[src/design/fpga_defs.svh]
`ifndef FPGA_DEFS_SVH
`define FPGA_DEFS_SVH

// CPU bus
`define CPU_ADDR_BITS 17
`define BUS_ADDR_BITS 14  // Word address
`define BUS_DATA_BITS 16

// Modulation memory
`define MOD_ADDR_BITS 9  // 512 words per segment
`define MOD_IDX_BITS (`MOD_ADDR_BITS + 1)  // Two samples per word
`define MOD_SAMPLE_BITS 8
`define FREQ_DIV_BITS 16

// STM memory
`define STM_ADDR_BITS 10  // Words per page
`define STM_PAGE_BITS 2

// Register defaults
`define MOD_FREQ_DIV_DEFAULT 10
`define MOD_CYCLE_DEFAULT 1

`endif

[src/design/bus_map_pkg.sv]
`include "fpga_defs.svh"

package bus_map_pkg;

  // Decoded from CPU address bits 16:15
  typedef enum logic [1:0] {
    SEL_CONTROLLER = 2'b00,
    SEL_MOD        = 2'b01,
    SEL_STM        = 2'b10,
    SEL_RESERVED   = 2'b11
  } bram_select_t;

  // Controller register map, word addresses
  typedef enum logic [`BUS_ADDR_BITS-1:0] {
    ADDR_MOD_MEM_WR_SEGMENT = 'h0020,
    ADDR_STM_MEM_WR_SEGMENT = 'h0021,
    ADDR_STM_MEM_WR_PAGE    = 'h0022,
    ADDR_MOD_REQ_RD_SEGMENT = 'h0030,
    ADDR_MOD_CYCLE          = 'h0031,
    ADDR_MOD_FREQ_DIV       = 'h0032
  } ctl_addr_t;

endpackage

[src/design/settings_pkg.sv]
`include "fpga_defs.svh"

package settings_pkg;

  // Playback settings for the modulation sampler
  typedef struct packed {
    logic                      req_rd_segment;
    logic [`MOD_IDX_BITS-1:0]  cycle;     // Last sample index
    logic [`FREQ_DIV_BITS-1:0] freq_div;  // Clocks per sample, never 0
  } mod_settings_t;

endpackage

[src/design/memory_bus_if.sv]
`include "fpga_defs.svh"

interface memory_bus_if;

  logic                      en;
  logic                      we;
  bus_map_pkg::bram_select_t bram_select;
  logic [`BUS_ADDR_BITS-1:0] bram_addr;
  logic [`BUS_DATA_BITS-1:0] data_in;

  modport host(output en, output we, output bram_select, output bram_addr, output data_in);

  // Each client checks bram_select against its own select
  modport client(input en, input we, input bram_select, input bram_addr, input data_in);

endinterface

[src/design/controller.sv]
`include "fpga_defs.svh"

module controller (
  input  logic                          CPU_CKIO,
  input  logic                          arst_n,
  memory_bus_if.client                  bus,
  output logic                          mod_wr_segment,
  output logic                          stm_wr_segment,
  output logic [`STM_PAGE_BITS-1:0]     stm_wr_page,
  output settings_pkg::mod_settings_t   mod_settings
);

  logic                      ctl_wr;
  bus_map_pkg::ctl_addr_t    ctl_addr;
  logic [`FREQ_DIV_BITS-1:0] freq_div_wr;

  assign ctl_wr = bus.en & bus.we & (bus.bram_select == bus_map_pkg::SEL_CONTROLLER);
  assign ctl_addr = bus_map_pkg::ctl_addr_t'(bus.bram_addr);

  // A divider of 0 would stall playback, treat it as 1
  assign freq_div_wr = (bus.data_in[`FREQ_DIV_BITS-1:0] == '0) ?
                       `FREQ_DIV_BITS'(1) : bus.data_in[`FREQ_DIV_BITS-1:0];

  always_ff @(posedge CPU_CKIO or negedge arst_n) begin
    if (!arst_n) begin
      mod_wr_segment              <= 1'b0;
      stm_wr_segment              <= 1'b0;
      stm_wr_page                 <= '0;
      mod_settings.req_rd_segment <= 1'b0;
      mod_settings.cycle          <= `MOD_IDX_BITS'(`MOD_CYCLE_DEFAULT);
      mod_settings.freq_div       <= `FREQ_DIV_BITS'(`MOD_FREQ_DIV_DEFAULT);
    end else if (ctl_wr) begin
      case (ctl_addr)
        bus_map_pkg::ADDR_MOD_MEM_WR_SEGMENT: begin
          mod_wr_segment <= bus.data_in[0];
        end
        bus_map_pkg::ADDR_STM_MEM_WR_SEGMENT: begin
          stm_wr_segment <= bus.data_in[0];
        end
        bus_map_pkg::ADDR_STM_MEM_WR_PAGE: begin
          stm_wr_page <= bus.data_in[`STM_PAGE_BITS-1:0];
        end
        bus_map_pkg::ADDR_MOD_REQ_RD_SEGMENT: begin
          mod_settings.req_rd_segment <= bus.data_in[0];  // Taken by sampler at wrap
        end
        bus_map_pkg::ADDR_MOD_CYCLE: begin
          mod_settings.cycle <= bus.data_in[`MOD_IDX_BITS-1:0];
        end
        bus_map_pkg::ADDR_MOD_FREQ_DIV: begin
          mod_settings.freq_div <= freq_div_wr;
        end
        default: begin
          // Unmapped register, write dropped
        end
      endcase
    end
  end

endmodule

[src/flat_wrapper.sv]
// flat-port wrapper written by rule: the top's interface ports become plain ports
module controller_flat 
  (CPU_CKIO, arst_n, mod_wr_segment, stm_wr_segment, stm_wr_page, mod_settings, bus_en, bus_we, bus_bram_select, bus_bram_addr, bus_data_in);
  memory_bus_if bus_i ();
  input  logic CPU_CKIO;
  input  logic arst_n;
  output logic mod_wr_segment;
  output logic stm_wr_segment;
  output logic [`STM_PAGE_BITS-1:0] stm_wr_page;
  output settings_pkg::mod_settings_t mod_settings;
  input wire logic [$bits(bus_i.en)-1:0] bus_en;
  input wire logic [$bits(bus_i.we)-1:0] bus_we;
  input wire logic [$bits(bus_i.bram_select)-1:0] bus_bram_select;
  input wire logic [$bits(bus_i.bram_addr)-1:0] bus_bram_addr;
  input wire logic [$bits(bus_i.data_in)-1:0] bus_data_in;
  assign bus_i.en = bus_en;
  assign bus_i.we = bus_we;
  assign bus_i.bram_select = bus_bram_select;
  assign bus_i.bram_addr = bus_bram_addr;
  assign bus_i.data_in = bus_data_in;
  controller u_core (.CPU_CKIO(CPU_CKIO), .arst_n(arst_n), .bus(bus_i), .mod_wr_segment(mod_wr_segment), .stm_wr_segment(stm_wr_segment), .stm_wr_page(stm_wr_page), .mod_settings(mod_settings));
endmodule
[config.mk]
export PLATFORM = sky130hd
export DESIGN_NAME = controller_flat
export DESIGN_NICKNAME = d
export VERILOG_FILES = /design/src/design/bus_map_pkg.sv /design/src/design/settings_pkg.sv /design/src/design/memory_bus_if.sv /design/src/design/controller.sv /design/src/flat_wrapper.sv
export VERILOG_INCLUDE_DIRS = /design/src /design/src/design
export SDC_FILE = /design/constraint.sdc
export NUM_CORES = 1
export LEC_CHECK = 0
export ABC_AREA = 1
export BUFFER_PORTS_ARGS = -buffer_cell sky130_fd_sc_hd__buf_2
export CAP_MARGIN = 20
export CORE_MARGIN = 2
export CORE_UTILIZATION = 51
export CTS_CLUSTER_SIZE = 14
export DETAILED_ROUTE_END_ITERATION = 10
export PLACE_DENSITY = 0.85
export SLEW_MARGIN = 20
export SYNTH_ARGS = -nofsm -noshare
export SYNTH_HDL_FRONTEND = slang
export SYNTH_SLANG_ARGS = --single-unit
[constraint.sdc]
create_clock -name CPU_CKIO -period 1.45 [get_ports CPU_CKIO]
set_clock_uncertainty 0.05 [all_clocks]
set_input_delay 0 -clock CPU_CKIO [delete_from_list [all_inputs] [get_ports CPU_CKIO]]
set_output_delay 0 -clock CPU_CKIO [all_outputs]
set_load 0.1 [all_outputs]
# Word-level counts from Yosys, hierarchy flattened
# Cells that the tools add are included.
# op_classes
n_eq_ne	6
muxes	1
bitwise_logic	2
n_reduce_logical	8
# op_table
cell	n
== test 14 x 6 -> 1 bit, second input constant	6
logical NOT 16 bit	1
two-way mux 16 bit	1
AND reduction 2 bit	6
bitwise AND 1 bit	2
logical NOT 2 bit	1
# word_totals
register_bits	31
input_bits	36

# Depth between registers and ports, before layout
# Gate-level depths: netlist of run 1.
# depth
word_depth	3
mapped_depth	8
ltp_nobuf	8

# Worst setup path before layout of run 1
# OpenSTA, ideal clock, no wires.
# synth_path
path_kind	register -> register
startpoint	reg, netlist name u_core.mod_settings[17]
endpoint	reg, netlist name u_core.mod_settings[17]
setup_ns	0.074
arrival_time_ns	1.116
setup_slack_ns	0.210
stages_incl_launch_ff	3
period_less_slack_ns	1.240
cell_sequence	dfrtp_1 nand2_1 o21ai_2

# Worst setup path after layout of run 1
# layout_path
startpoint	in bus_bram_addr[3]
endpoint	reg, netlist name u_core.mod_settings[9]
# layout_via
elab_chain_len	2
# layout_rtl
item	line_no	text
start: declaration	flat_wrapper.sv:14	input wire logic [$bits(bus_i.bram_addr)-1:0] bus_bram_addr;
== test 14 x 6 -> 1 bit	controller.sv:33	case (ctl_addr)
AND reduction 2 bit (no line)	-	
# Every way passes these cells.
# A chain may end at the register's enable or synchronous reset.

==> results.toml, run 1 <==
[layout]
nets = 299
finish.utilization = 0.731
diodes = 0
drive_gt1_frac = 0.455
syn_to_final_growth_pct = 38.4
fillers = 236
finalNonFillerCells = 297
final_area_mm2 = 0.00219

[placed_design]
place.gp.congestion = 0.766
port_buffers = 66
pre_cts_ws_ps = 167
place_hpwl_um = 2250
place_inst = 269
postPlaceCellArea_mm2 = 0.00190

[drt]
drt_first_iter_violations = 56
ant_nets = 0
dr.pass1.iters = 4
drt-total-wl_um = 3280
viasPerCell = 4.78
wire_per_inst_um = 11.0
post-route-drc-count = 0
vias = 1421

[synth]
synth_area_leader_cell = "dfrtp_1"
synth_top_cell_area_share = 0.442
ys_seq_area_frac = 0.492
syn_inst = 174
synth_seq_cells = 31
yosysWarnings = 0
synth.distinct_cells = 16
syn_nets = 210
yosys-top-cells-area = "dfrtp_1 44%, o21ai_2 14%, nand2_1 9.7%"
synth_area_per_cell_um2 = 9.11
syn_area_mm2 = 0.00159

[worst_hold_path]
hold_end = "u_core.mod_settings[0]"
min_from = "bus_bram_addr[0]"
hold_class = "primary input to register"
hold_depth = 6

[sta]
worst_pin_slew_ps = 644
drv_slew = 0
setup_violations = 0
post-route-period-util = 0.951
rsz0062_at_grt = "no"
fmaxAchievable_ghz = 0.725
final_hold_viol_count = 0
tns_ps = 0
min_period_ps = 1380
relSlewSlack = 0.571
setup_ws_ps = 71.3

[worst_setup_path]
path_cells = "dlygate4sd3_1 -> buf_2 -> nor2_2 -> nand3_1 -> inv_1 -> nand3_4 -> buf_6 -> nand2_1 -> o21ai_2"
slowest_delay_ps = 530
r2r_setup_slack_ps = 670
critPathCaptureType = "register"
r2r-end = "u_core.mod_settings[3]"
ff2ff_path_depth = 2
cp_max_fo = 31
crit_slowest_cell = "dlygate4sd3_1"
arrival_ps = 1550
cp_data_required_time_ps = 1630
crit_type = "primary input to register"
worst_setup_path_start_kind = "primary input"
reg2reg_from = "u_core.mod_settings[3]"

[die]
core_mm2 = 0.00300
ioPinCount = 67
die_h_um = 59.8
row_count = 20
die_w_um = 59.8
start_util = 0.528
fp.dieArea_mm2 = 0.00357

[grt]
antenna_found_initial = 0
grt_pass1_wl_um = 5440
grt.overflow.total = 0
grt_usage = 0.206
grt_max_degree = 32
grt_pass1_vias = 1333

[clock_tree]
cts_buffer_depth = 2
clockRootBuffer = "clkbuf_4"
numClockSinks = 31
clk_pin_slew_ps = 90
htreeDepth = 2
cts_tree = "done"
post-cts-setup-buffers = 0
clkLatencyLatePin_ps = 330
cts_made_buffers = 5

[outcome]
status = "complete, no violations"

[run]
cap_violations = 0

[pwr]
power_density_mw_per_mm2 = 790
peakVddDrop_uv = 625
p_leak_nw = 1.25
[placed cells by master, fill, tap and decap left out, types with 3 or more instances in the layout]
cell type and n:
nand2_2 9, dfstp_2 3, nand2_1 41, dfrtp_1 28
nand4_1 5, inv_1 24, clkbuf_4 5, o21ai_2 25
nand3_1 8, buf_2 66, dlygate4sd3_1 20, nor2_1 18
[synth_stat cells]
master,number
dfrtp_1,28
nor2_8,1
nand4_1,5
nand2_1,41
o21ai_2,25
nand3_2,1
nand3_4,1
nor2_1,18
buf_6,6
inv_1,24
nor2_4,1
dfstp_2,3
or2_4,1
nor2_2,2
nand3_1,8
nand2_2,9
[per-stage QoR]
stage | hold slack [ps] | power, mW
2_1_floorplan | -346 | 0.930
3_3_place_gp | 16.9 | 1.00
3_5_place_dp | 11.7 | 1.01
4_1_cts | 11.3 | 1.75
5_1_grt | 62.0 | 1.82
6_report | 15.0 | 1.73
[power breakdown]
part           total (mW)  internal, mW  leakage, nW  switching (mW)
Clock               0.703         0.407       0.0482           0.296
Combinational       0.166        0.0831        0.780          0.0831
Sequential          0.865         0.864        0.422       0.0000927
Total                1.73          1.35         1.25           0.379
[repair_timing]
item	in CTS	in global routing
hold buffers	20	0
setup endpoints to repair	0	16
hold endpoints to repair	59	0
resized for setup	0	1
[critical path, delay by kind of cell]
family / cells / cell delay (ps)
buffers and inverters: 4 / 1020
AO/OA/AOI/OAI: 1 / 60
AND/OR/NAND/NOR: 4 / 450
[cells by family (layout without fill, tap and decap cells)]
kind of cell	after synthesis	after routing	synth area share
DFF	31	31	0.492
and+or+nand+nor	88	88	0.271
AOI/OAI and AO/OA	25	25	0.138
buffers and inverters	30	120	0.0994
[area by class of cell]
cell class | count | area (µm²) | share of cell area
Clock buffer | 6 | 51.3 | 0.0234
Clock inverter | 2 | 35.0 | 0.0160
Inverter | 24 | 90.1 | 0.0410
Timing Repair Buffer | 88 | 549 | 0.250
Tap cell | 33 | 41.3 | 0.0188
Multi-Input combinational cell | 113 | 648 | 0.295
Sequential cell | 31 | 779 | 0.355
[flip-flops by register name, indices dropped and copies added, names as in the netlist]
register               count
u_core.mod_settings       27
u_core.mod_wr_segment      1
u_core.stm_wr_page         2
u_core.stm_wr_segment      1
[worst max path at each step]
| stage | depth (start not counted) | slack [ps] | to | start |
|---|---|---|---|---|
| 6_report | 9 | 70 | u_core.mod_settings[9] | bus_bram_addr[3] |
| 5_1_grt | 9 | 10 | u_core.mod_settings[9] | bus_bram_addr[3] |
| 3_3_place_gp | 7 | 200 | u_core.mod_settings[11] | bus_bram_addr[9] |
| 4_1_cts | 9 | 30 | u_core.mod_settings[9] | bus_bram_addr[3] |
| 3_5_place_dp | 7 | 170 | u_core.mod_settings[6] | bus_bram_addr[9] |
| 2_1_floorplan | 2 | 210 | u_core.mod_settings[17] | u_core.mod_settings[17] |
[routing by layer]
layer  global-route usage  part of all wire
met5                    0                 0
met4                0.127             0.027
met3               0.0411             0.057
met2                0.339              0.48
met1                0.246              0.44
Power figures use the tool's default switching activity.
==> run 2: changes to the inputs <==
Settings changed: ABC_AREA 1 to unset, CORE_UTILIZATION 51 to 48, PLACE_DENSITY 0.85 to 0.84.
==> results.toml, run 2 <==
[worst_setup_path]
reg2reg_from = "u_core.mod_settings[7]"
crit_path_end = "u_core.mod_settings[14]"
r2r_setup_slack_ps = 620
worst_setup_path_start_kind = "primary input"
startpoint = "bus_bram_addr[9]"
crit_type = "primary input to register"
cp_data_required_time_ps = 1600
r2r-end = "u_core.mod_settings[7]"
cp_max_fo = 8
arrival_ps = 1510
ff2ff_path_depth = 1
critPathCaptureType = "register"

[layout]
largest_reg_flops = 27
syn_to_final_growth_pct = 53.7
fillers = 152
layout_commonest_cell = "buf_2"
final_cell_mix = "66 x buf_2, 28 x dfrtp_1, 25 x mux2_2"
drive_gt1_frac = 0.667
final_area_mm2 = 0.00202
reg_top3 = "u_core.mod_settings (27), u_core.stm_wr_page (2)"
diodes = 0
finalNonFillerCells = 213
nets = 218
regMostFlops = "u_core.mod_settings"

[pwr]
p_leak_nw = 1.14
peakVddDrop_uv = 754
power_density_mw_per_mm2 = 839
power_mw = 1.69

[grt]
grt_pass1_wl_um = 5960
grt_usage = 0.245
grt_max_degree = 32
grt.overflow.total = 0
antenna_found_initial = 0
grt_pass1_vias = 1297

[drt]
wire_per_inst_um = 16.7
viasPerCell = 5.38
vias = 1146
post-route-drc-count = 0
drt-total-wl_um = 3550
ant_nets = 0
dr.pass1.iters = 4
drt_first_iter_violations = 31

[die]
die_h_um = 56.3
ioPinCount = 67
die_w_um = 56.3
row_count = 18
fp.dieArea_mm2 = 0.00317
core_mm2 = 0.00252
start_util = 0.520

[synth]
syn_nets = 121
synth_top_cell_area_share = 0.534
synth-main-ff-cell = "dfrtp_1"
ys_seq_area_frac = 0.594
synth.most_common_cell = "mux2_2"
syn_inst = 85
synth.distinct_cells = 18
yosys-top-cells-area = "dfrtp_1 53%, mux2_2 27%, dfstp_2 6.0%"
synth_seq_cells = 31
async_flop_share = 1.00
ys_top_cells_by_count = "31 x mux2_2, 28 x dfrtp_1, 5 x nor4_1, 3 x dfstp_2"
syn_area_mm2 = 0.00131
synth_area_leader_cell = "dfrtp_1"
synth_area_per_cell_um2 = 15.4
synth-edff-count = 0
yosysWarnings = 0

[clock_tree]
cts_buffer_depth = 2
numClockSinks = 31
cts_tree = "done"
clockRootBuffer = "clkbuf_4"
clk_pin_slew_ps = 90
htreeDepth = 2
post_cts_resized = 0
post-cts-setup-buffers = 0
cts_hold_buf = 17
cts_made_buffers = 5
clkLatencyLatePin_ps = 310

[sta]
drv_slew = 0
final_hold_viol_count = 0
setup_violations = 0
min_period_ps = 1360
hold_ws_ps = 57.6
relSlewSlack = 0.559
rsz0062_at_grt = "no"
setup_ws_ps = 92.3
worst_pin_slew_ps = 661
fmaxAchievable_ghz = 0.737
post-route-period-util = 0.936

[run]
cap_violations = 0

[outcome]
status = "complete, no violations"

[placed_design]
place_inst = 188
postPlaceCellArea_mm2 = 0.00176
place.gp.congestion = 0.831
port_buffers = 66
pre_cts_ws_ps = -223
place_hpwl_um = 2490

[worst_hold_path]
hold_class = "primary input to register"
run 2: cell families (layout without fill, tap and decap cells):
kind of cell | after synthesis | after routing | share of synthesized area
buffers and inverters | 1 | 99 | 0.00859
AOI/OAI and AO/OA | 1 | 1 | 0.00763
and+or+nand+nor | 21 | 21 | 0.123
DFF | 31 | 31 | 0.594
muxes | 31 | 31 | 0.266
run 2: layout make-up:
type / count / area (µm²) / area share
tap: 30 / 37.5 / 0.0186
multi-input combinational: 53 / 552 / 0.274
clock inverter: 2 / 35.0 / 0.0174
timing repair buffer: 91 / 561 / 0.278
clock buffer: 6 / 51.3 / 0.0255
sequential: 31 / 779 / 0.387
run 2: worst min-delay path by stage:
stage | cells after the start | to | from
5_1_grt | 4 | u_core.mod_wr_segment | bus_bram_select[0]
3_3_place_gp | 1 | u_core.mod_settings[22] | arst_n
6_report | 4 | u_core.stm_wr_segment | bus_bram_addr[4]
2_1_floorplan | 0 | u_core.mod_settings[0] | arst_n
3_5_place_dp | 1 | u_core.mod_settings[20] | arst_n
4_1_cts | 4 | u_core.stm_wr_segment | bus_bram_addr[4]
run 2: critical path, stage by stage:
cell and delay (ps):
buf_2 110, nor4_2 300, nand4_1 260, nor3b_4 270, buf_4 210, mux2_2 350
run 2: metrics by stage:
stage | setup TNS, ps | util
final | 0 | 0.799
after detailed placement | -4660 | 0.697
after global placement | -3190 | 0.697
after global routing | 0 | 0.799
after CTS | 0 | 0.799
after floorplan | -2320 | -
run 2: report_power, final:
group | internal, mW | switching [mW] | total (mW)
logic | 0.0766 | 0.0643 | 0.141
registers | 0.864 | 0.0000849 | 0.865
clock network | 0.407 | 0.279 | 0.686
run 2: layer usage:
metal,GRT usage,vias to the layer above,wire (µm)
met4,0.105,0,94
li1,-,515,-
met3,0.0530,10,162
met5,0,-,0
met1,0.263,571,1290
met2,0.457,50,2000
