[src/design/fpga_defs.svh]
`ifndef FPGA_DEFS_SVH
`define FPGA_DEFS_SVH

// CPU bus
`define CPU_ADDR_BITS 17
`define BUS_ADDR_BITS 14  // Word address
`define BUS_DATA_BITS 16

// Modulation memory
`define MOD_ADDR_BITS 9  // 512 words per segment
`define MOD_IDX_BITS (`MOD_ADDR_BITS + 1)  // Two samples per word
`define MOD_SAMPLE_BITS 8
`define FREQ_DIV_BITS 16

// STM memory
`define STM_ADDR_BITS 10  // Words per page
`define STM_PAGE_BITS 2

// Register defaults
`define MOD_FREQ_DIV_DEFAULT 10
`define MOD_CYCLE_DEFAULT 1

`endif

[src/design/settings_pkg.sv]
`include "fpga_defs.svh"

package settings_pkg;

  // Playback settings for the modulation sampler
  typedef struct packed {
    logic                      req_rd_segment;
    logic [`MOD_IDX_BITS-1:0]  cycle;     // Last sample index
    logic [`FREQ_DIV_BITS-1:0] freq_div;  // Clocks per sample, never 0
  } mod_settings_t;

endpackage

[src/design/mod_sampler.sv]
`include "fpga_defs.svh"

module mod_sampler (
  input  logic                         CPU_CKIO,
  input  logic                         arst_n,
  input  settings_pkg::mod_settings_t  mod_settings,
  input  logic [`MOD_SAMPLE_BITS-1:0]  rd_sample,
  output logic                         rd_segment,
  output logic [`MOD_IDX_BITS-1:0]     rd_idx,
  output logic [`MOD_SAMPLE_BITS-1:0]  mod_value,
  output logic [`MOD_IDX_BITS-1:0]     mod_idx,
  output logic                         mod_segment
);

  logic [`FREQ_DIV_BITS-1:0] tick_cnt;
  logic                      step;

  // Compare with >= so a smaller divider written mid-count takes effect at once
  assign step = (tick_cnt >= mod_settings.freq_div - `FREQ_DIV_BITS'(1));

  always_ff @(posedge CPU_CKIO or negedge arst_n) begin
    if (!arst_n) begin
      tick_cnt   <= '0;
      rd_idx     <= '0;
      rd_segment <= 1'b0;
    end else if (step) begin
      tick_cnt <= '0;
      if (rd_idx >= mod_settings.cycle) begin
        rd_idx     <= '0;
        rd_segment <= mod_settings.req_rd_segment;  // Switch only at cycle end
      end else begin
        rd_idx <= rd_idx + 1'b1;
      end
    end else begin
      tick_cnt <= tick_cnt + 1'b1;
    end
  end

  // Match the memory read latency
  always_ff @(posedge CPU_CKIO or negedge arst_n) begin
    if (!arst_n) begin
      mod_idx     <= '0;
      mod_segment <= 1'b0;
    end else begin
      mod_idx     <= rd_idx;
      mod_segment <= rd_segment;
    end
  end

  assign mod_value = rd_sample;  // Already one cycle behind rd_idx

endmodule

[config.mk]
export PLATFORM = sky130hd
export DESIGN_NAME = mod_sampler
export DESIGN_NICKNAME = d
export VERILOG_FILES = /design/src/design/settings_pkg.sv /design/src/design/mod_sampler.sv
export VERILOG_INCLUDE_DIRS = /design/src /design/src/design
export SDC_FILE = /design/constraint.sdc
export NUM_CORES = 1
export LEC_CHECK = 0
export ABC_AREA = 1
export BUFFER_PORTS_ARGS = -buffer_cell sky130_fd_sc_hd__clkbuf_2
export CORE_MARGIN = 2
export CORE_UTILIZATION = 32
export DETAILED_ROUTE_END_ITERATION = 6
export HOLD_SLACK_MARGIN = 0.05
export PLACE_DENSITY = 0.57
export SYNTH_ARGS = -nofsm -noshare
export SYNTH_HDL_FRONTEND = slang
export SYNTH_SLANG_ARGS = --single-unit
[constraint.sdc]
create_clock -name CPU_CKIO -period 4.7 [get_ports CPU_CKIO]
set_clock_uncertainty 0.15 [all_clocks]
set_input_delay 0.235 -clock CPU_CKIO [delete_from_list [all_inputs] [get_ports CPU_CKIO]]
set_output_delay 0.235 -clock CPU_CKIO [all_outputs]
set_load 0.1 [all_outputs]
# Yosys cells after proc, flatten, opt, wreduce, memory -nomap -nowiden
# Cells that the tools add are included.
# totals
mem_bits_ro	0
ramBits	0
ff_bits	38
wordCells	13
in_bits	37
output_inout_bits	30
mem_count	0
latch_bits	0
# op_classes
mux	2
shift	0
n_eq_ne	0
div_mod_pow	0
bitwise	0
magnitude_cmp	2
multipliers	0
n_reduce_logical	1
addsub	3
# ops
op	n
$add 16x1->16 const B	1
$ge 16x16->1	1
$mux 16	1
$sub 16x1->16 const B	1
$add 10x1->10 const B	1
$ge 10x10->1	1
$mux 10	1
$reduce_and 2->1	1

# Depth between registers and ports, before layout
# Gate-level depths: netlist of the first run.
# depth
ltp_word	3
mapped_depth	17
depth_no_buf	17

# Worst setup path after synthesis of the first run
# Ideal clock, no wire load.
# synth_timing
path_type	reg-to-reg
startpoint	reg rd_idx[0]
endpoint	reg rd_idx[2]
stages_incl_launch_ff	11
setup_time_ps	77
setup_slack_ps	2306
path_buffers	1
required_ps	4473
arrival_ps	2167
period_less_slack_ps	2394
path_cell_list	dfrtp_1 -> inv_1 -> ha_1 -> o21ai_0 -> nand2_1 -> nand3_1 -> nand3_1 -> buf_2 -> nor2_1 -> nand2_1 -> o21ai_1
# synth_between
elab_chain_cells	2
elab_cells_between_ends	3
cone_classes	add/sub (1); order compare (1); mux (1)
# synth_rtl
element	line_no	text
from (decl)	mod_sampler.sv:9	output logic [`MOD_IDX_BITS-1:0] rd_idx,
from (signal assigned)	mod_sampler.sv:32	rd_idx <= rd_idx + 1'b1;
$add 10x1->10 / $ge 10x10->1 (equally long branches)	mod_sampler.sv:32, mod_sampler.sv:28	
$mux 10 *	mod_sampler.sv:28	if (rd_idx >= mod_settings.cycle) begin
# Every way passes the cells marked *; elsewhere a longest branch is shown, timed or not.
# A chain may end at the register's enable or synchronous reset.

# Worst setup path after layout of the first run
# layout_timing
startpoint	in mod_settings[0] (netlist name)
endpoint	reg rd_idx[7]
# layout_between
elab_chain_cells	2
# layout_rtl
element	line_no	text
from (decl)	mod_sampler.sv:6	input settings_pkg::mod_settings_t mod_settings,
$sub 16x1->16	mod_sampler.sv:19	assign step = (tick_cnt >= mod_settings.freq_div - `FREQ_DIV_BITS'(1));
$ge 16x16->1	mod_sampler.sv:19	
# No other way between the ends.

==> results_dict.tcl, run 1 <==
set metrics [dict create \
    power_frac_seq_pct 32.2 \
    cts_buffers 5 \
    die_h_um 96.4 \
    die_area_mm2 0.00929 \
    die_w_um 96.4 \
    io_pins 67 \
    r2r_setup_slack_ns 2.39 \
    synthCells 352 \
    timing.final.crit_share_pct 59.4 \
    post-synth-top-count-cell "nand2_1" \
    wl_met2_um 2400 \
    vdd_drop_max_mv 0.389 \
    grt_util_all_layers_pct 12.5 \
    final.setup.tns_ns 0 \
    ys_top_cells_by_count "nand2_1 (76), inv_1 (58), nor2_1 (43)" \
    synth_nets 418 \
    cts_tree "built" \
    vias_per_cell 4.44 \
    row_count 33 \
    start_util_pct 33.1 \
    slew_headroom_pct 37.8 \
    ant_nets 0 \
    p_comb_share_pct 54.1 \
    min_path_cells 0 \
    r2r-start "tick_cnt[7]$_DFF_PN0_" \
    grt_start_max_net_pins 39 \
    synth_area_per_cell_um2 7.76 \
    pwr_density_cell_mw_per_mm2 536 \
    wire_per_inst_um 10.5 \
    fillers 864 \
    cts-root-buf "clkbuf_8" \
    clk_pin_slew_worst_paths_ns 0.07 \
    post-route-min-period_ns 2.79 \
    routed_wl_um 5320 \
    cp.arrival_ns 2.82 \
    intPower_uw 740 \
    clock_insertion_delay_worst_skew_ns 0.29 \
    placed_cell_area_mm2 0.00302 \
    core_area_mm2 0.00826 \
    ys.flop_type "dfrtp_1" \
    cts_num_sinks 38 \
    p_sw_share_pct 55.9 \
    min_to "mod_segment$_DFF_PN0_" \
    area_growth_pct 14.6 \
    place_congestion 0.767 \
    grt_pass1_vias 2093 \
    worstRegToRegCells 12 \
    overflow 0 \
    dr_total_vias 2242 \
    yosysWarnings 0 \
    max_freq_mhz 358 \
    worstMarginPinSlew_ns 0.933 \
    drc 0 \
    clockBufferDepth 2 \
    firstDrtPassIters 4 \
    synth_top_area_share_pct 34.8 \
    slew_violations 0 \
    synth_edf_count 0 \
    async_flop_share_pct 100 \
    path_max_fanout 35 \
    drt-initial-drc-count 106 \
    start_kind "input port" \
    p_sw_uw 937 \
    ys_seq_elements 38 \
    routed.top_layer "met4" \
    final_area_mm2 0.00313 \
    grt_first_pass_wirelength_um 9070 \
    status "complete, no violations" \
    clkPwrFrac_pct 13.6 \
    rsz0062_at_grt "no" \
    critPathKind "in -> reg" \
    dr_wl_met3_um 226 \
    antenna_cells 0 \
    r2r_end "rd_idx[7]$_DFFE_PN0P_" \
    netlist_area_mm2 0.00273 \
    antenna_found_initial 0 \
    synthDistinctLibCells 30 \
    maxCapViolCount 0 \
    seq_area_um2 951 \
    fin_nets 465 \
    setup_violations 0 \
    p_leak_nw 1.69 \
    htree_num_levels 2 \
    hold_viol 0 \
    critPathRequiredTime_ns 4.72 \
    drive_gt1_share_pct 19.0 \
    yosysSeqAreaShare_pct 34.8 \
    hp-start "rd_segment$_DFFE_PN0P_" \
    io_buffers 50 \
    multi_input_comb_area_mm2 0.00146 \
    wl_met1_um 2620 \
    dp_hpwl_um 4120 \
    netlist_top_cells_area "dfrtp_1 (35%), ha_1 (13%), nand2_1 (10%)" \
    yosysTopAreaCell "dfrtp_1" \
    hp-class "reg -> reg" \
    endpoint_kind "flip-flop" \
]
==> what timing repair did <==
| item | CTS | global route |
|---|---|---|
| setup buffers | 0 | 0 |
| endpoints found under the hold margin | 39 | 0 |
| gates resized for setup | 0 | 0 |
| hold buffers | 2 | 0 |
==> worst max-delay path, cell delays in order <==
cell and delay [ns]:
clkbuf_2 0.10, inv_1 0.10, ha_1 0.22, nand4_1 0.17, nor2_2 0.19, nand4_1 0.12
xor2_1 0.15, inv_1 0.06, ha_1 0.27, nand2_1 0.07, o21ai_0 0.19, a21oi_1 0.07
nand2_2 0.50, inv_1 0.18, nand2_1 0.11, nand2_1 0.06
==> metrics by stage <==
step           hold WS (ns)  setup WS, ns  utilization, %  std cells  power, mW
2_1_floorplan        -0.211          2.31               -        352       1.32
6_report              0.259          1.91            37.9        505       1.68
4_1_cts               0.262          1.87            37.9        505       1.70
5_1_grt               0.280          1.43            37.9        505       1.80
3_5_place_dp          0.247          1.59            36.5        495       1.46
3_3_place_gp          0.244          1.66            36.5        495       1.45
==> state kept, by name, indices dropped and copies added, names as in the netlist <==
signal / cells
mod_idx: 10
mod_segment: 1
rd_idx: 10
rd_segment: 1
tick_cnt: 16
==> worst max path at each step <==
stage / cells past startpoint / end / slack, ns / from
final: 16 / rd_idx[7]$_DFFE_PN0P_ / 1.91 / mod_settings[0]
after detailed placement: 16 / rd_idx[7]$_DFFE_PN0P_ / 1.59 / mod_settings[0]
after CTS: 16 / rd_idx[7]$_DFFE_PN0P_ / 1.87 / mod_settings[0]
after floorplan: 10 / rd_idx[2]$_DFFE_PN0P_ / 2.31 / rd_idx[0]$_DFFE_PN0P_
after global placement: 16 / rd_idx[7]$_DFFE_PN0P_ / 1.66 / mod_settings[0]
after global routing: 16 / rd_idx[7]$_DFFE_PN0P_ / 1.43 / mod_settings[0]
==> layout by cell type, fill, tap and decap left out, drive strengths merged, types with 5 or more instances in the layout <==
cell / instances
nand2: 79
inv: 61
clkbuf: 57
nor2: 49
dfrtp: 38
ha: 29
xor2: 19
a21oi: 13
nand3: 12
o21ai: 12
nor3: 11
xnor2: 6
nand4: 5
==> power by group through the flow <==
stage                     Combinational, mW  Sequential [mW]  Clock (mW)
final                                 0.908            0.541       0.229
after global routing                  0.988            0.560       0.252
after CTS                             0.919            0.542       0.240
after detailed placement              0.914            0.547           0
after global placement                0.904            0.546           0
after floorplan                       0.337            0.985           0
==> final cells by class <==
cell class / instances / share of cell area [%]
multi-input cells: 241 / 46.5
clock buffers: 7 / 2.76
flip-flops and latches: 38 / 30.4
clock inverters: 1 / 0.160
repair buffers: 52 / 8.64
inverters: 61 / 7.32
well taps: 105 / 4.20
==> cells by family after synthesis <==
family                     share of synthesized area (%)
and+or+nand+nor                                     26.2
DFF                                                 34.8
adders and majority gates                           13.3
AOI/OAI and AO/OA                                   5.77
xor gates and xnor gates                            8.02
buffers and inverters                               11.9
==> metal layers <==
metal / track usage [%] / vias to the layer above
met5: 0 / -
met4: 3.76 / 0
met3: 2.40 / 8
met2: 21.1 / 53
met1: 16.3 / 997
li1: - / 1184
Note: power is estimated with default switching activity, not from simulation.
==> run 2: changes to the inputs <==
--- a/config.mk
+++ b/config.mk
@@ -6,13 +6,13 @@
 export SDC_FILE = /design/constraint.sdc
 export NUM_CORES = 1
 export LEC_CHECK = 0
-export ABC_AREA = 1
+export ABC_AREA = 0
 export BUFFER_PORTS_ARGS = -buffer_cell sky130_fd_sc_hd__clkbuf_2
 export CORE_MARGIN = 2
 export CORE_UTILIZATION = 32
 export DETAILED_ROUTE_END_ITERATION = 6
 export HOLD_SLACK_MARGIN = 0.05
-export PLACE_DENSITY = 0.57
+export PLACE_DENSITY = 0.58
 export SYNTH_ARGS = -nofsm -noshare
 export SYNTH_HDL_FRONTEND = slang
 export SYNTH_SLANG_ARGS = --single-unit
==> constraint.sdc (replaced) <==
create_clock -name CPU_CKIO -period 2.8 [get_ports CPU_CKIO]
set_clock_uncertainty 0.15 [all_clocks]
set_input_delay 0.14 -clock CPU_CKIO [delete_from_list [all_inputs] [get_ports CPU_CKIO]]
set_output_delay 0.14 -clock CPU_CKIO [all_outputs]
set_load 0.1 [all_outputs]
==> run 2 against run 1 <==
  * Register-to-register slack got worse by 2.1 ns
  * Wire length up 0.38%
  * Count of clock-buffer cells in the layout down 2
  * Synthesized cell count is 27% lower
  * Largest power group unchanged
==> results_dict.tcl, run 2 <==
set metrics [dict create \
    status "complete, no violations" \
    htree_num_levels 2 \
    dr_total_vias 2014 \
    yosys.area_share.adder_pct 14.4 \
    drc 0 \
    mostFrequentLayoutCell "clkbuf_2" \
    start_util_pct 32.8 \
    drt-initial-drc-count 51 \
    ant_nets 0 \
    slew_violations 0 \
    cts-root-buf "clkbuf_8" \
    ys.flop_type "dfrtp_1" \
    r2r-start "tick_cnt[1]$_DFF_PN0_" \
    io_buffers 50 \
    clk_pin_slew_worst_paths_ns 0.08 \
    synth_xor_area_share_pct 9.77 \
    yosys.area_share.simple_pct 19.4 \
    firstDrtPassIters 4 \
    place_congestion 0.685 \
    final_area_mm2 0.00323 \
    critPathRequiredTime_ns 2.84 \
    p_sw_mw 1.24 \
    power_frac_seq_pct 31.4 \
    synth_edf_count 0 \
    netlist_area_mm2 0.00251 \
    pwr_density_cell_mw_per_mm2 820 \
    p_leak_nw 1.65 \
    place_ws_ns -0.333 \
    p_sw_share_pct 46.9 \
    hold_viol 0 \
    largest_reg_flops 16 \
    intPower_mw 1.41 \
    synth_top_family_by_area "simple AND/OR/NAND/NOR gates" \
    final_util_pct 42.3 \
    rsz0062_at_grt "yes" \
    synthCells 257 \
    min_to "mod_value[3]" \
    dr_wl_met3_um 281 \
    yosysSeqAreaShare_pct 37.9 \
    routed_wl_um 5340 \
    grt_start_max_net_pins 39 \
    antenna_cells 0 \
    dp_hpwl_um 4070 \
    worstMarginPinSlew_ns 0.966 \
    grt_pass1_vias 2050 \
    regMostFlops "tick_cnt" \
    cp.arrival_ns 2.79 \
    synth_top_area_share_pct 37.9 \
    synthDistinctLibCells 39 \
    timing.final.crit_share_pct 98.4 \
    area_growth_pct 28.7 \
    yosysWarnings 0 \
    row_count 32 \
    async_flop_share_pct 100 \
    max_freq_mhz 363 \
    wl_met2_um 2340 \
    clock_insertion_delay_worst_skew_ns 0.29 \
    die_h_um 92.6 \
    reg_top3 "tick_cnt (16), mod_idx (10), rd_idx (10)" \
    slew_headroom_pct 35.6 \
    wire_per_inst_um 12.4 \
    path_max_fanout 8 \
    cts_num_sinks 38 \
    place_inst 421 \
    start_kind "input port" \
    synth_area_per_cell_um2 9.77 \
    maxCapViolCount 0 \
    hp-class "in -> out" \
    fin_nets 394 \
    min_path_cells 0 \
    synthMuxAreaShare_pct 1.35 \
    io_pins 67 \
    setup_violations 0 \
    antenna_found_initial 0 \
    routed.top_layer "met4" \
    die_w_um 92.6 \
    synth_nets 323 \
    vias_per_cell 4.67 \
    multi_input_comb_area_mm2 0.00150 \
    post-route-min-period_ns 2.76 \
    setup_ws_ns 0.0438 \
    endpoint_kind "flip-flop" \
    die_area_mm2 0.00857 \
    hp-start "rd_sample[3]" \
    p_comb_share_pct 47.4 \
    cts_buffers 5 \
    synth_compound_area_share_pct 11.2 \
    overflow 0 \
    clkPwrFrac_pct 21.2 \
    worstRegToRegCells 8 \
    post-synth-top-count-cell "dfrtp_1" \
    layout_common_cells "clkbuf_2 (50), dfrtp_1 (38), ha_1 (29)" \
    fin_cells 431 \
    critPathKind "in -> reg" \
    seq_area_um2 951 \
    core_area_mm2 0.00765 \
    grt_util_all_layers_pct 13.4 \
    vdd_drop_max_mv 0.543 \
    yosysTopAreaCell "dfrtp_1" \
    wl_met1_um 2650 \
    placed_cell_area_mm2 0.00304 \
    r2r_end "rd_idx[9]$_DFFE_PN0P_" \
    p_total_mw 2.65 \
    cts_tree "built" \
    fillers 774 \
    ys_top_cells_by_count "dfrtp_1 (38), ha_1 (29), nor2_1 (28)" \
    grt_first_pass_wirelength_um 9290 \
    drive_gt1_share_pct 31.3 \
    ys_seq_elements 38 \
    netlist_top_cells_area "dfrtp_1 (38%), ha_1 (14%), xnor2_1 (6.3%)" \
    clockBufferDepth 2 \
    r2r_setup_slack_ns 0.31 \
]
## run 2: what timing repair did
item,in CTS,in global routing
setup endpoints to repair,2,17
endpoints found under the hold margin,39,0
setup buffers,0,0
hold buffers,2,0
resized for setup,2,7
pin swaps,0,5
## run 2: kinds of logic after synthesis
logic type      count (synthesis)
simple gates                   97
flops                          38
compound gates                 34
fa+ha+maj                      29
xor+xnor                       28
buf+inv                        28
mux                             3
## run 2: area by class of cell
class	count	area share, %
flip-flops and latches	38	29.4
multi-input cells	191	46.5
clock buffers	5	2.13
repair buffers	76	14.1
inverters	16	1.86
well taps	102	3.95
clock inverters	3	2.13
## run 2: layer usage
| metal | vias to the layer above | global-route usage (%) |
|---|---|---|
| met1 | 918 | 18.4 |
| met3 | 6 | 2.85 |
| met2 | 48 | 21.4 |
| li1 | 1042 | - |
| met4 | 0 | 3.98 |
| met5 | - | 0 |
## run 2: worst max-delay path by stage
stage	from	to	slack, ns
6_report	mod_settings[7]	rd_idx[9]$_DFFE_PN0P_	0.04
5_1_grt	mod_settings[7]	rd_idx[9]$_DFFE_PN0P_	-0.08
2_1_floorplan	mod_settings[7]	rd_idx[1]$_DFFE_PN0P_	-0.14
3_5_place_dp	mod_settings[4]	rd_segment$_DFFE_PN0P_	-0.33
4_1_cts	mod_settings[4]	rd_segment$_DFFE_PN0P_	0.03
3_3_place_gp	mod_settings[7]	rd_segment$_DFFE_PN0P_	-0.30
## run 2: through the flow
stage / hold slack, ns / setup TNS, ns
finish: 0.130 / 0
global route: 0.130 / -1.29
CTS: 0.131 / 0
detailed placement: 0.131 / -5.55
global placement: 0.131 / -4.56
floorplan: -0.306 / -1.38
## run 2: critical path, cell delays in order
cell and delay, ns:
clkbuf_2 0.09, or3_4 0.40, nor3_4 0.14, nand3_1 0.16
xor2_1 0.18, ha_1 0.29, a21o_1 0.18, a221o_1 0.34
nand2_1 0.10, o211ai_4 0.08, or2_4 0.26, buf_4 0.17
a211o_1 0.25
## run 2: power groups by stage
stage	Combinational, mW	Clock (mW)	Sequential, mW
finish	1.26	0.561	0.832
global route	1.37	0.599	0.859
detailed placement	1.25	0	0.846
global placement	1.24	0	0.843
CTS	1.26	0.582	0.836
floorplan	0.521	0	1.34
